**config.mk**
```make
export PLATFORM = sky130hd
export DESIGN_NAME = tag_dir_top
export DESIGN_NICKNAME = d
export VERILOG_FILES = /design/src/logic/tag_dir_pkg.sv /design/src/logic/access_ctrl.sv /design/src/logic/tag_store.sv /design/src/logic/recency_list.sv /design/src/logic/tag_dir_top.sv
export SDC_FILE = /design/constraint.sdc
export NUM_CORES = 1
export LEC_CHECK = 0
export ABC_AREA = 0
export BUFFER_PORTS_ARGS = -buffer_cell sky130_fd_sc_hd__buf_2
export CELL_PAD_IN_SITES_DETAIL_PLACEMENT = 2
export CELL_PAD_IN_SITES_GLOBAL_PLACEMENT = 2
export CORE_MARGIN = 10
export CORE_UTILIZATION = 37
export DETAILED_ROUTE_END_ITERATION = 10
export PLACE_DENSITY = 0.73
export SLEW_MARGIN = 20
export SYNTH_ARGS = -nofsm -noshare
export SYNTH_HDL_FRONTEND = slang
export SYNTH_HIERARCHICAL = 1
export SYNTH_SLANG_ARGS = --single-unit
```
**constraint.sdc**
```tcl
create_clock -name clk -period 3.6 [get_ports clk]
set_input_delay 0 -clock clk [delete_from_list [all_inputs] [get_ports clk]]
set_output_delay 0 -clock clk [all_outputs]
set_load 0.02 [all_outputs]
```
**src/logic/tag_dir_pkg.sv**
```systemverilog
`default_nettype none

package tag_dir_pkg;

    localparam int num_entries = 4;
    localparam int tag_w       = 2;
    localparam int index_w     = 4;
    // list length runs 0 to num_entries
    localparam int count_w     = 3;

    typedef logic [tag_w-1:0]   tag_t;
    typedef logic [index_w-1:0] index_t;
    typedef logic [count_w-1:0] count_t;

    typedef enum logic [2:0] {
        cmd_lookup     = 3'd0,
        cmd_write      = 3'd1,
        cmd_alloc      = 3'd2,
        cmd_fill_clean = 3'd3,
        cmd_fill_dirty = 3'd4
    } cmd_e;

    typedef enum logic [1:0] {
        st_invalid = 2'd0,
        st_filling = 2'd1,
        st_clean   = 2'd2,
        st_dirty   = 2'd3
    } line_state_e;

    typedef struct packed {
        cmd_e   cmd;
        index_t index;
        tag_t   tag;
    } dir_req_t;

    // state and index are the values before the request
    typedef struct packed {
        logic        hit;
        logic        refused;
        tag_t        tag;
        line_state_e state;
        index_t      index;
    } dir_rsp_t;

    typedef struct packed {
        logic        touch;
        logic        take_free;
        logic        evict;
        logic        set_state;
        line_state_e new_state;
        tag_t        tag;
    } entry_op_t;

endpackage

`default_nettype wire

```
**src/logic/access_ctrl.sv**
```systemverilog
`timescale 1ns/1ps
`default_nettype none

module access_ctrl (
    input  logic                                                    clk,
    input  logic                                                    rst_n,
    input  logic                                                    req_valid,
    input  tag_dir_pkg::dir_req_t                                   req,
    input  logic                                                    match_hit,
    input  tag_dir_pkg::tag_t                                       match_tag,
    input  tag_dir_pkg::line_state_e [tag_dir_pkg::num_entries-1:0] entry_state,
    input  tag_dir_pkg::index_t [tag_dir_pkg::num_entries-1:0]      entry_index,
    input  logic                                                    free_empty,
    input  tag_dir_pkg::tag_t                                       free_tail,
    input  tag_dir_pkg::tag_t                                       lru_tail,
    output logic                                                    op_valid,
    output tag_dir_pkg::entry_op_t                                  op,
    output tag_dir_pkg::index_t                                     alloc_index,
    output logic                                                    rsp_valid,
    output tag_dir_pkg::dir_rsp_t                                   rsp
);

    tag_dir_pkg::dir_rsp_t    rsp_d;
    tag_dir_pkg::tag_t        act_tag;
    tag_dir_pkg::line_state_e act_state;
    logic                     act_known;
    logic                     index_cmd;
    logic                     refused;
    logic                     victim_busy;

    // lru tail still waiting for its fill cannot be replaced
    assign victim_busy = free_empty && (entry_state[lru_tail] == tag_dir_pkg::st_filling);
    assign alloc_index = req.index;

    always_comb begin
        op        = '0;
        act_tag   = match_tag;
        act_known = match_hit;
        index_cmd = 1'b1;
        refused   = 1'b0;
        case (req.cmd)
            tag_dir_pkg::cmd_lookup: begin
                op.touch = match_hit;
                op.tag   = match_tag;
            end
            tag_dir_pkg::cmd_write: begin
                op.touch = match_hit;
                op.tag   = match_tag;
                if (match_hit && entry_state[match_tag] == tag_dir_pkg::st_clean) begin
                    op.set_state = 1'b1;
                    op.new_state = tag_dir_pkg::st_dirty;
                end
            end
            tag_dir_pkg::cmd_alloc: begin
                act_known = 1'b1;
                if (match_hit) begin
                    // already present, same as a lookup
                    op.touch = 1'b1;
                    op.tag   = match_tag;
                end else if (!free_empty) begin
                    op.take_free = 1'b1;
                    op.tag       = free_tail;
                    act_tag      = free_tail;
                end else if (victim_busy) begin
                    refused = 1'b1;
                    act_tag = lru_tail;
                end else begin
                    op.evict = 1'b1;
                    op.tag   = lru_tail;
                    act_tag  = lru_tail;
                end
            end
            tag_dir_pkg::cmd_fill_clean, tag_dir_pkg::cmd_fill_dirty: begin
                // named by tag, no recency update
                index_cmd = 1'b0;
                act_known = 1'b1;
                act_tag   = req.tag;
                op.tag    = req.tag;
                if (entry_state[req.tag] == tag_dir_pkg::st_filling) begin
                    op.set_state = 1'b1;
                    op.new_state = (req.cmd == tag_dir_pkg::cmd_fill_clean) ?
                                   tag_dir_pkg::st_clean : tag_dir_pkg::st_dirty;
                end
            end
            default: begin
                index_cmd = 1'b0;
                act_known = 1'b0;
            end
        endcase
    end

    assign op_valid  = req_valid && (op.touch || op.take_free || op.evict || op.set_state);
    assign act_state = entry_state[act_tag];

    // misses report zeros, invalid entries carry no index
    always_comb begin
        rsp_d.hit     = index_cmd && match_hit;
        rsp_d.refused = refused;
        rsp_d.tag     = act_known ? act_tag : '0;
        rsp_d.state   = act_known ? act_state : tag_dir_pkg::st_invalid;
        rsp_d.index   = (act_known && act_state != tag_dir_pkg::st_invalid) ?
                        entry_index[act_tag] : '0;
    end

    always_ff @(posedge clk or negedge rst_n) begin
        if (!rst_n) begin
            rsp_valid <= 1'b0;
        end else begin
            rsp_valid <= req_valid;
        end
    end

    always_ff @(posedge clk) begin
        if (req_valid) begin
            rsp <= rsp_d;
        end
    end

endmodule

`default_nettype wire

```
**src/logic/tag_store.sv**
```systemverilog
`timescale 1ns/1ps
`default_nettype none

module tag_store (
    input  logic                                                    clk,
    input  logic                                                    rst_n,
    input  logic                                                    op_valid,
    input  tag_dir_pkg::entry_op_t                                  op,
    input  tag_dir_pkg::index_t                                     alloc_index,
    input  tag_dir_pkg::index_t                                     lookup_index,
    output logic                                                    match_hit,
    output tag_dir_pkg::tag_t                                       match_tag,
    output tag_dir_pkg::line_state_e [tag_dir_pkg::num_entries-1:0] entry_state,
    output tag_dir_pkg::index_t [tag_dir_pkg::num_entries-1:0]      entry_index
);

    tag_dir_pkg::line_state_e [tag_dir_pkg::num_entries-1:0] state_q;
    tag_dir_pkg::index_t [tag_dir_pkg::num_entries-1:0]      index_q;
    logic [tag_dir_pkg::num_entries-1:0]                     row_match;
    logic                                                    alloc;

    // free take and eviction both load a new line
    assign alloc = op_valid && (op.take_free || op.evict);

    always_ff @(posedge clk or negedge rst_n) begin
        if (!rst_n) begin
            for (int i = 0; i < tag_dir_pkg::num_entries; i++) begin
                state_q[i] <= tag_dir_pkg::st_invalid;
            end
        end else if (alloc) begin
            state_q[op.tag] <= tag_dir_pkg::st_filling;
        end else if (op_valid && op.set_state) begin
            state_q[op.tag] <= op.new_state;
        end
    end

    always_ff @(posedge clk) begin
        if (alloc) begin
            index_q[op.tag] <= alloc_index;
        end
    end

    // parallel compare, invalid rows never match
    always_comb begin
        for (int i = 0; i < tag_dir_pkg::num_entries; i++) begin
            row_match[i] = (state_q[i] != tag_dir_pkg::st_invalid) &&
                           (index_q[i] == lookup_index);
        end
    end

    // at most one row holds a given index
    always_comb begin
        match_hit = 1'b0;
        match_tag = '0;
        for (int i = 0; i < tag_dir_pkg::num_entries; i++) begin
            if (row_match[i]) begin
                match_hit = 1'b1;
                match_tag = tag_dir_pkg::tag_t'(i);
            end
        end
    end

    assign entry_state = state_q;
    assign entry_index = index_q;

endmodule

`default_nettype wire

```
**src/logic/recency_list.sv**
```systemverilog
`timescale 1ns/1ps
`default_nettype none

module recency_list (
    input  logic                   clk,
    input  logic                   rst_n,
    input  logic                   op_valid,
    input  tag_dir_pkg::entry_op_t op,
    output logic                   free_empty,
    output tag_dir_pkg::tag_t      free_tail,
    output tag_dir_pkg::tag_t      lru_tail
);

    typedef struct packed {
        tag_dir_pkg::tag_t   head;
        tag_dir_pkg::tag_t   tail;
        tag_dir_pkg::count_t len;
    } list_t;

    list_t free_q;
    list_t free_d;
    list_t lru_q;
    list_t lru_d;
    list_t src;

    // one prev/next pair per entry, shared by both lists
    tag_dir_pkg::tag_t [tag_dir_pkg::num_entries-1:0] prv_q;
    tag_dir_pkg::tag_t [tag_dir_pkg::num_entries-1:0] prv_d;
    tag_dir_pkg::tag_t [tag_dir_pkg::num_entries-1:0] nxt_q;
    tag_dir_pkg::tag_t [tag_dir_pkg::num_entries-1:0] nxt_d;

    tag_dir_pkg::tag_t node;
    logic              move;

    assign node = op.tag;
    assign move = op_valid && (op.take_free || op.evict || op.touch);

    always_comb begin
        free_d = free_q;
        lru_d  = lru_q;
        prv_d  = prv_q;
        nxt_d  = nxt_q;
        src    = op.take_free ? free_q : lru_q;
        if (move) begin
            // unlink from the list that holds the node
            if (node == src.head) begin
                src.head = nxt_q[node];
            end else begin
                nxt_d[prv_q[node]] = nxt_q[node];
            end
            if (node == src.tail) begin
                src.tail = prv_q[node];
            end else begin
                prv_d[nxt_q[node]] = prv_q[node];
            end
            src.len = src.len - tag_dir_pkg::count_t'(1);
            if (op.take_free) begin
                free_d = src;
            end else begin
                lru_d = src;
            end

            // push at the mru end; later writes win over the splice above
            if (lru_d.len == '0) begin
                lru_d.tail = node;
            end else begin
                nxt_d[node]       = lru_d.head;
                prv_d[lru_d.head] = node;
            end
            lru_d.head = node;
            lru_d.len  = lru_d.len + tag_dir_pkg::count_t'(1);
        end
    end

    always_ff @(posedge clk or negedge rst_n) begin
        if (!rst_n) begin
            // free list 0 .. n-1, taken from the high end
            free_q.head <= '0;
            free_q.tail <= tag_dir_pkg::tag_t'(tag_dir_pkg::num_entries - 1);
            free_q.len  <= tag_dir_pkg::count_t'(tag_dir_pkg::num_entries);
            lru_q       <= '0;
            for (int i = 0; i < tag_dir_pkg::num_entries; i++) begin
                prv_q[i] <= tag_dir_pkg::tag_t'(i - 1);
                nxt_q[i] <= tag_dir_pkg::tag_t'(i + 1);
            end
        end else begin
            free_q <= free_d;
            lru_q  <= lru_d;
            prv_q  <= prv_d;
            nxt_q  <= nxt_d;
        end
    end

    assign free_empty = (free_q.len == '0);
    assign free_tail  = free_q.tail;
    assign lru_tail   = lru_q.tail;

endmodule

`default_nettype wire

```
**src/logic/tag_dir_top.sv**
```systemverilog
`timescale 1ns/1ps
`default_nettype none

module tag_dir_top (
    input  logic                  clk,
    input  logic                  rst_n,
    input  logic                  req_valid,
    input  tag_dir_pkg::dir_req_t req,
    output logic                  rsp_valid,
    output tag_dir_pkg::dir_rsp_t rsp
);

    logic                                                    match_hit;
    tag_dir_pkg::tag_t                                       match_tag;
    tag_dir_pkg::line_state_e [tag_dir_pkg::num_entries-1:0] entry_state;
    tag_dir_pkg::index_t [tag_dir_pkg::num_entries-1:0]      entry_index;

    logic              free_empty;
    tag_dir_pkg::tag_t free_tail;
    tag_dir_pkg::tag_t lru_tail;

    logic                   op_valid;
    tag_dir_pkg::entry_op_t op;
    tag_dir_pkg::index_t    alloc_index;

    access_ctrl u_access_ctrl (
        .clk         (clk),
        .rst_n       (rst_n),
        .req_valid   (req_valid),
        .req         (req),
        .match_hit   (match_hit),
        .match_tag   (match_tag),
        .entry_state (entry_state),
        .entry_index (entry_index),
        .free_empty  (free_empty),
        .free_tail   (free_tail),
        .lru_tail    (lru_tail),
        .op_valid    (op_valid),
        .op          (op),
        .alloc_index (alloc_index),
        .rsp_valid   (rsp_valid),
        .rsp         (rsp)
    );

    // match runs on the raw request index
    tag_store u_tag_store (
        .clk          (clk),
        .rst_n        (rst_n),
        .op_valid     (op_valid),
        .op           (op),
        .alloc_index  (alloc_index),
        .lookup_index (req.index),
        .match_hit    (match_hit),
        .match_tag    (match_tag),
        .entry_state  (entry_state),
        .entry_index  (entry_index)
    );

    recency_list u_recency_list (
        .clk        (clk),
        .rst_n      (rst_n),
        .op_valid   (op_valid),
        .op         (op),
        .free_empty (free_empty),
        .free_tail  (free_tail),
        .lru_tail   (lru_tail)
    );

endmodule

`default_nettype wire

```
==> results.toml, run 1 <==
[outcome]
outcome = "finished with violations"
failed_checks = "setup timing"

[drt]
drt-pass1-iter-count = 4
drt-met1-wl_mm = 7.42
drcViolationCount = 0
vias = 3843
drtAntennaViolNets = 0
drtIter0Drc = 327
routedWlPerCell_um = 26.2
routed_wl_mm = 16.6
via_per_inst = 6.06
met2_length_mm = 8.55
maxUsedRoutingLayer = "met4"
routed-wl-met3_um = 414

[critical_path]
crit_type = "reg2reg"
crit_required_ns = 3.79
startpoint_type = "flip-flop"
cp_common_cell = "o211ai_1"
cp_slowest_cell = "mux4_2"
max_stage_delay_ns = 0.59
crit_arrival_ns = 4.22
cp-end-kind = "flip-flop"
r2r_start = "u_tag_store/entry_index[5]"
path_cells = "xor2_1 > nor3_1 > o211ai_1 > o21ai_1 > buf_4 > nand2_4 > a311oi_4 > nand2_1 > nand3b_1 > buf_12 > mux4_2 > o31ai_4 > a2bb2oi_4 > nand3b_4 > a32oi_1 > o211ai_1"
cp_max_fo = 6
startpoint = "u_tag_store/entry_index[5]"

[clock_network]
cts_sinks = 65
h-tree-depth = 3
clk_path_buf_depth = 2
cts-root-buf = "clkbuf_16"
clk_pin_slew_ns = 0.06
clk_latency_ns = 0.34
cts_tree = "yes"
cts_buffers = 9

[logic_synthesis]
ys.warnings.count = 6
post-synth-top-area-cell = "edfxtp_1"
syn_inst = 416
syn_area_um2 = 4360
synth_cell_types = 68
synth-seq-area-share = 0.406
synth_top_area_frac = 0.179
synth_edf_count = 26
synth_area_leaders = "edfxtp_1, dfrtp_1, dfstp_2"
synth.cells.most_frequent = "dfrtp_1, edfxtp_1, nand2_1, nor2_1, xnor2_1"
ys.flop_type = "dfrtp_1"
async_flop_share = 0.600
synth_area_per_cell_um2 = 10.5
synth_nets = 431
synth_seq_cells = 65
synth_most_common_cell = "dfrtp_1"

[global_route]
grt_start_max_net_pins = 40
overflow = 0
grt_pass1_vias = 4101
grt_pass1_wl_mm = 23.2
antenna_found_initial = 0
grt_usage = 0.177

[timing]
fmax_mhz = 248
max-slew-margin-rel = 0.342
fin_tns_setup_ns = -5.31
post-route-period-util = 1.12
rsz0062_at_grt = "true"
worst_slack_ns = -0.428
finalCriticalPeriod_ns = 4.03
setup_violations = 20
tightest_slew_ns = 0.987
hold_violations = 0
finalMaxSlewViolations = 0
finalClockSkew_ns = 0.00882

[finish]
final-instance-count-excl-fill = 634
drive_gt1_frac = 0.385
nets = 501
areaGrowthSynthToFinish_pct = 29.1
num_antenna_cells = 0

[run]
cap_violations = 0

[power]
powerDensity_nw_per_um2 = 388
power_leakage_nw = 2.20
ir_drop_mv = 0.420

[placed_design]
place_congestion = 0.809
dp_cells = 586
numPortBuffers = 22
place_hpwl_mm = 10.2

[floorplan]
chipHeight_um = 129
die_width_um = 129
start_util = 0.380
core-area_um2 = 11500
die-area_um2 = 16500
rows = 39
ioPinCount = 23

[hold_path]
hp-class = "in2reg"
hold_path_startpoint = "req[4]"
layout by cell type, fill, tap and decap left out, types with 9 or more instances in the layout:
cell type,n
buf_4,52
dfrtp_1,28
edfxtp_1,26
nand2_1,24
buf_2,22
nor2_1,18
mux2i_1,16
inv_1,15
nand3b_1,14
xnor2_1,14
o211ai_1,12
mux2_2,11
dfstp_2,11
clkbuf_16,10
xor2_1,10
nor3_1,9
logic make-up (layout without fill, tap and decap cells):
| family | Yosys count | count (layout) | share of synthesized area |
|---|---|---|---|
| xor+xnor | 30 | 30 | 0.0602 |
| fa+ha+maj | 3 | 3 | 0.00860 |
| mux | 37 | 37 | 0.104 |
| buf+inv | 44 | 119 | 0.0525 |
| simple gates | 126 | 126 | 0.170 |
| flops | 65 | 65 | 0.406 |
| compound gates | 111 | 111 | 0.199 |
through the flow:
step	hold WS (ns)	utilization	setup slack (ns)	total power, mW	area, um^2
3_5_place_dp	0.217	0.416	-0.269	1.20	4780
6_report	0.00909	0.491	-0.428	2.18	5630
3_3_place_gp	0.182	0.416	-0.170	1.18	4780
5_1_grt	0.0157	0.491	-0.519	2.26	5630
2_1_floorplan	-0.296	-	0.00639	1.08	4380
4_1_cts	0.000692	0.456	0.00534	2.08	5230
repair_timing:
action / CTS / global route
setup endpoints to repair: 19 / 53
gates resized for setup: 20 / 42
gates cloned: 0 / 1
setup buffers: 6 / 23
endpoints found under the hold margin: 29 / 0
pin swaps: 8 / 26
hold buffers: 2 / 0
report_power, final:
part           switching, mW  internal (mW)  total [mW]
Clock                  0.376          0.487       0.863
Combinational          0.288          0.201       0.489
Sequential            0.0290          0.803       0.832
Total                  0.693           1.49        2.18
area by class of cell:
cell class | count | area, um^2
fill | 1142 | 5830
multi-input combinational | 307 | 2660
sequential | 65 | 1770
timing repair buffer | 88 | 691
clock buffer | 10 | 239
tap | 143 | 179
inverter | 15 | 56.3
clock inverter | 6 | 42.5
routing by layer:
metal  vias up  global-route usage
met5         -                   0
met4         0              0.0511
met3        21              0.0329
met2        57               0.305
met1      2050               0.220
li1       1715                   -
flip-flops by register name, indices dropped and copies added, names as in the netlist:
name,flops
u_access_ctrl/rsp,10
u_recency_list/nxt_q,8
u_recency_list/free_tail,2
u_tag_store/entry_index,16
u_recency_list/lru_q,5
u_recency_list/prv_q,8
u_tag_store/entry_state,8
u_recency_list/lru_tail,2
u_access_ctrl/rsp_valid,1
u_recency_list/free_q,5
worst paths after layout:
| check | to | slack (ns) | cells past startpoint |
|---|---|---|---|
| worst max-delay path | u_recency_list/prv_q[2] | -0.43 | 16 |
| worst min-delay path | u_tag_store/entry_index[2] | 0.009 | 1 |
| worst max register to register | u_recency_list/prv_q[2] | -0.43 | 16 |
| worst min register to register | u_recency_list/nxt_q[0] | 0.49 | 2 |
| max in group asynchronous | u_tag_store/entry_state[7] | 2.60 | 2 |
| min in group asynchronous | u_recency_list/lru_q[2] | 0.37 | 2 |
worst max-delay path: cells and delay by family, from the launching register on:
kind                      cells  cell delay, ns
xor gates and xnor gates      1            0.19
DFF                           1            0.44
AOI/OAI and AO/OA             7            1.48
and+or+nand+nor               5            0.84
muxes                         1            0.59
buffers and inverters         2            0.32
(Power assumes the default switching activity.)
==> inputs of run 2 (changes only) <==
- PLACE_DENSITY: 0.73 -> 0.74
- SKIP_LAST_GASP: not set -> 1
- SYNTH_HIERARCHICAL: 1 -> not set
==> results.toml, run 2 <==
[outcome]
outcome = "finished clean"

[clock_network]
cts_buffers = 9
cts_sinks = 65
clk_latency_ns = 0.35
h-tree-depth = 3
clk_pin_slew_ns = 0.05
cts_tree = "yes"
cts-root-buf = "clkbuf_16"
clk_path_buf_depth = 2

[logic_synthesis]
synthMuxAreaShare = 0.0820
synth_seq_cells = 65
synth_cell_types = 82
async_flop_share = 0.600
synth_area_leaders = "edfxtp_1, dfrtp_1, dfstp_2"
ys.flop_type = "dfrtp_1"
yosys.area_share.simple = 0.219
syn_inst = 428
synth-seq-area-share = 0.404
synth-adder-area-share = 0.00857
ys.warnings.count = 0
synth_compound_area_frac = 0.199
synth_xor_area_frac = 0.0563
synth_edf_count = 26
syn_area_um2 = 4380
synth_top_family_by_area = "simple AND/OR/NAND/NOR gates"
synth_nets = 443
synth_most_common_cell = "nor2_1"
synth.cells.most_frequent = "nor2_1, dfrtp_1, nand2_1, edfxtp_1, nand3_1"
post-synth-top-area-cell = "edfxtp_1"
synth_area_per_cell_um2 = 10.2
synth_top_area_frac = 0.178

[timing]
tightest_slew_ns = 0.979
setup_violations = 0
finalCriticalPeriod_ns = 3.58
finalMaxSlewViolations = 0
max-slew-margin-rel = 0.347
rsz0062_at_grt = "true"
fin_tns_setup_ns = 0
hold_violations = 0
finalClockSkew_ns = 0.00871
fmax_mhz = 280
whs_ns = 0.00492
post-route-period-util = 0.993

[hold_path]
hold_end = "u_tag_store.entry_index[7]"
hold_depth = 1
hp-class = "in2reg"
hold_path_startpoint = "req[5]"

[floorplan]
rows = 39
core-area_um2 = 11500
die-area_um2 = 16600
chipHeight_um = 129
die_width_um = 129
ioPinCount = 23
start_util = 0.380

[global_route]
antenna_found_initial = 0
grt_pass1_vias = 4187
grt_usage = 0.184
overflow = 0
grt_pass1_wl_mm = 23.7
grt_start_max_net_pins = 40

[power]
power_frac_comb = 0.463
pwr-share-clk = 0.228
power_leakage_nw = 2.11
p_switching_mw = 1.40
ir_drop_mv = 0.237
intPower_mw = 2.06
powerDensity_nw_per_um2 = 650
p_seq_frac = 0.310
switching_share = 0.404

[drt]
routed_wl_mm = 15.1
drtAntennaViolNets = 0
drtIter0Drc = 190
routedWlPerCell_um = 23.8
drt-pass1-iter-count = 4
via_per_inst = 5.94
drcViolationCount = 0
vias = 3759

[placed_design]
place_hpwl_mm = 10.5
numPortBuffers = 22
place_congestion = 0.824
place_area_um2 = 4790

[critical_path]
worstReg2RegEnd = "u_recency_list.prv_q[5]"
cp-end-kind = "flip-flop"
rrSetupSlack_ns = 0.02
startpoint_type = "flip-flop"
r2r_start = "u_tag_store.entry_index[14]"
crit_arrival_ns = 3.85
cp_max_fo = 5
crit_required_ns = 3.87
crit_type = "reg2reg"
reg2reg_depth = 16

[finish]
areaGrowthSynthToFinish_pct = 21.4
nets = 500
fin_area_um2 = 5320
drive_gt1_frac = 0.288
fillers = 1189
layout.cells.most_common = "nor2_1"
seqCellArea_um2 = 1770
num_antenna_cells = 0
largest_reg_flops = 16
multi_input_area_um2 = 2590
final_cell_mix = "nor2_1, buf_4, dfrtp_1, nand2_1, edfxtp_1"

[run]
cap_violations = 0
-- run 2: area by class of cell --
cell class,instances,area share
Timing Repair Buffer,62,0.0889
Inverter,12,0.00847
Clock inverter,4,0.00376
Tap cell,143,0.0336
Multi-Input combinational cell,335,0.488
Sequential cell,65,0.333
Clock buffer,12,0.0445
-- run 2: repair_timing --
action	in CTS	in global routing
setup buffers	2	10
endpoints found under the hold margin	29	0
gates resized for setup	8	14
pin swaps	4	18
hold buffers	2	0
endpoints found under the setup margin	15	16
-- run 2: kinds of logic after synthesis --
logic type / Yosys count
xor gates and xnor gates: 26
and+or+nand+nor: 172
DFF: 65
buffers and inverters: 28
adders and majority gates: 3
muxes: 29
AOI/OAI and AO/OA: 105
-- run 2: stage by stage --
step	util	worst slack [ns]	instances	total power, mW
2_1_floorplan	-	0.0369	428	2.01
3_3_place_gp	0.416	0.0696	603	2.39
3_5_place_dp	0.416	-0.110	603	2.47
4_1_cts	0.446	0.0217	623	3.39
5_1_grt	0.462	-0.0980	633	3.66
6_report	0.462	0.0249	633	3.46
-- run 2: critical path, stage by stage (launching register included) --
cell      delay [ns]
edfxtp_1        0.45
xnor2_2         0.17
and3_4          0.20
a22oi_4         0.21
or4b_4          0.52
nor2_4          0.14
mux2i_1         0.19
ha_1            0.26
nand2_1         0.09
o21ai_2         0.08
ha_4            0.19
inv_2           0.05
o2111a_2        0.33
buf_6           0.14
a22oi_2         0.07
or3_1           0.32
nand3_1         0.08
-- run 2: worst max path at each step --
stage	slack (ns)	end	startpoint
floorplan	0.04	u_recency_list.prv_q[1]	u_tag_store.entry_index[12]
global placement	0.07	u_recency_list.nxt_q[4]	u_tag_store.entry_index[12]
detailed placement	-0.11	u_recency_list.prv_q[1]	u_tag_store.entry_index[13]
CTS	0.02	u_recency_list.prv_q[1]	u_tag_store.entry_index[14]
global route	-0.1	u_recency_list.prv_q[5]	u_tag_store.entry_index[2]
finish	0.02	u_recency_list.prv_q[5]	u_tag_store.entry_index[14]
-- run 2: metal layers --
layer	part of all wire	vias to the layer above	GRT usage	wire length, um
met3	0.033	17	0.0300	491
met5	0	-	0	0
met4	0.017	0	0.0709	250
met2	0.50	58	0.313	7590
met1	0.45	1960	0.228	6750
li1	-	1724	-	-
-- run 2: power by group through the flow --
| stage | Sequential (mW) | Clock (mW) | Combinational (mW) |
|---|---|---|---|
| 6_report | 1.07 | 0.786 | 1.60 |
| 5_1_grt | 1.09 | 0.839 | 1.74 |
| 2_1_floorplan | 1.05 | 0 | 0.954 |
| 3_3_place_gp | 1.06 | 0 | 1.33 |
| 4_1_cts | 1.07 | 0.803 | 1.52 |
| 3_5_place_dp | 1.07 | 0 | 1.40 |
==> inputs of run 3 (changes only) <==
- ABC_AREA: 0 -> 1
- CORE_UTILIZATION: 37 -> 33
==> results.toml, run 3 <==
[clock_network]
cts_buffers = 9
cts-root-buf = "clkbuf_16"
h-tree-depth = 3
cts_tree = "yes"
clk_latency_ns = 0.35
clk_path_buf_depth = 2
clk_pin_slew_ns = 0.06
cts_sinks = 65

[logic_synthesis]
synth-seq-area-share = 0.376
syn_inst = 648
ys.warnings.count = 0
synth_seq_cells = 65
synth_cell_types = 42
async_flop_share = 0.600
synth_top_area_frac = 0.166
synth_nets = 663
synth.cells.most_frequent = "nand2_1, inv_1, nand3_1, nor2_1, o21ai_0"
synth_edf_count = 26
syn_area_um2 = 4710
synth_area_per_cell_um2 = 7.27
synth_most_common_cell = "nand2_1"
post-synth-top-area-cell = "edfxtp_1"
ys.flop_type = "dfrtp_1"
synth_area_leaders = "edfxtp_1, nand2_1, dfrtp_1"

[finish]
layout.cells.most_common = "nand2_1"
fillers = 1661
nets = 693
drive_gt1_frac = 0.187
num_antenna_cells = 0
final_cell_mix = "nand2_1, inv_1, nand3_1, nor2_1, o21ai_0"
largest_reg_flops = 16
areaGrowthSynthToFinish_pct = 13.5
final-instance-count-excl-fill = 863

[drt]
drt-pass1-iter-count = 4
routedWlPerCell_um = 18.8
drcViolationCount = 0
drtIter0Drc = 247
routed_wl_mm = 16.2
vias = 4503
drtAntennaViolNets = 0
via_per_inst = 5.22

[power]
ir_drop_mv = 0.239
power_leakage_nw = 2.56
powerDensity_nw_per_um2 = 699
power_mw = 3.74

[critical_path]
worstSetupEndpoint = "u_recency_list.nxt_q[7]"
startpoint = "u_tag_store.entry_state[3]"
r2r_start = "u_tag_store.entry_state[3]"
path_buf_inv = 4
critPathTopFamily = "simple AND/OR/NAND/NOR gates"
critical_path_depth = 20
crit_arrival_ns = 3.53
cp_slowest_cell = "dfrtp_1"
max_stage_delay_ns = 0.41
startpoint_type = "flip-flop"
cp-end-kind = "flip-flop"
rrSetupSlack_ns = 0.34
reg2reg_depth = 20
worstReg2RegEnd = "u_recency_list.nxt_q[7]"
crit_required_ns = 3.87
cp_max_fo = 15
cp_common_cell = "nand2_1"
crit_type = "reg2reg"
path_cells = "inv_1 > nand2_1 > nand2_1 > nor2_1 > nand3_1 > nand2_1 > nor2_4 > nand2_1 > o21ai_0 > inv_1 > ha_1 > inv_1 > o21ai_1 > ha_2 > nand3_4 > nand2_1 > inv_1 > nand2_1 > nand3_1 > o21ai_0"

[floorplan]
rows = 43
core-area_um2 = 13900
die-area_um2 = 19500
ioPinCount = 23
chipHeight_um = 139
start_util = 0.338
die_width_um = 139

[timing]
max-slew-margin-rel = 0.350
finalCriticalPeriod_ns = 3.26
finalClockSkew_ns = 0.00614
finalMaxSlewViolations = 0
hold_violations = 0
tightest_slew_ns = 0.975
fin_tns_setup_ns = 0
fmax_mhz = 307
setup_violations = 0
rsz0062_at_grt = "false"
post-route-period-util = 0.906

[placed_design]
dp_cells = 839
place_hpwl_mm = 12.2
numPortBuffers = 22
place_congestion = 0.820

[global_route]
grt_pass1_vias = 5103
overflow = 0
grt_pass1_wl_mm = 26.9
grt_start_max_net_pins = 40
antenna_found_initial = 0
grt_usage = 0.169

[outcome]
outcome = "finished clean"

[run]
cap_violations = 0

[hold_path]
hp-class = "in2reg"
run 3: changes by cell type in the layout (fill, tap and decap cells not counted), sizes merged, moves of 10 or more:
| cell | before | now |
|---|---|---|
| o21ai | 17 | 59 |
| a32oi | 10 | 0 |
| a211oi | 10 | 0 |
| nor2b | 15 | 0 |
| nand4 | 1 | 19 |
| inv | 12 | 97 |
| nor2 | 47 | 66 |
| buf | 60 | 30 |
| nand2 | 28 | 206 |
| xnor2 | 16 | 5 |
| nand3 | 27 | 78 |
| mux2i | 19 | 0 |
run 3: routing by layer:
layer,share of wire,routed length (um),track usage,up-vias
met3,0.021,344,0.0221,21
met5,0,0,0,-
met1,0.43,6940,0.194,2284
li1,-,-,-,2164
met2,0.54,8690,0.314,34
met4,0.014,219,0.0555,0
run 3: cell type report:
class	instances	area, um^2	share of cell area
Clock buffer	9	225	0.0421
Clock inverter	7	77.6	0.0145
Inverter	97	375	0.0702
Multi-Input combinational cell	469	2440	0.457
Sequential cell	65	1770	0.331
Tap cell	180	225	0.0421
Timing Repair Buffer	36	230	0.0431
run 3: timing repair:
action                                  CTS  global route
hold buffers                              6             0
setup buffers                             0             2
hold endpoints to repair                 43             0
endpoints found under the setup margin    0            14
gates resized for setup                   0             3
run 3: worst min-delay path by stage:
stage	startpoint	end	cells after the start	slack (ns)
after floorplan	rst_n	u_access_ctrl.rsp_valid	0	-0.30
after global placement	rst_n	u_recency_list.lru_q[1]	1	0.22
after detailed placement	rst_n	u_recency_list.lru_q[0]	1	0.23
after CTS	req[8]	u_tag_store.entry_state[2]	5	0.21
after global routing	req[8]	u_tag_store.entry_state[6]	5	0.30
final	req[8]	u_tag_store.entry_state[2]	5	0.21
run 3: metrics by stage:
stage          setup slack [ns]  cell area, um^2  hold slack [ns]   util
2_1_floorplan             0.769             4710           -0.296      -
3_3_place_gp              0.445             4960            0.216  0.356
3_5_place_dp              0.143             4960            0.226  0.356
4_1_cts                  0.0606             5330            0.208  0.382
5_1_grt                  0.0145             5350            0.295  0.384
6_report                  0.340             5350            0.207  0.384
run 3: tightest hold or removal path, delay by kind of cell:
kind                   cells  cell delay, ns
and+or+nand+nor            3            0.34
buffers and inverters      1            0.12
AOI/OAI and AO/OA          1            0.06
run 3: kinds of logic (layout without fill, tap and decap cells):
family / count (synthesis) / in the layout / share of synthesized area
DFF: 65 / 65 / 0.376
and+or+nand+nor: 373 / 373 / 0.386
buffers and inverters: 114 / 149 / 0.107
AOI/OAI and AO/OA: 87 / 87 / 0.108
adders and majority gates: 3 / 3 / 0.00797
xor gates and xnor gates: 6 / 6 / 0.0151
run 3: power by group:
part           internal (mW)  switching, mW
Combinational          0.527           1.11
Clock                  0.543          0.392
Sequential              1.01          0.156
Total                   2.08           1.66
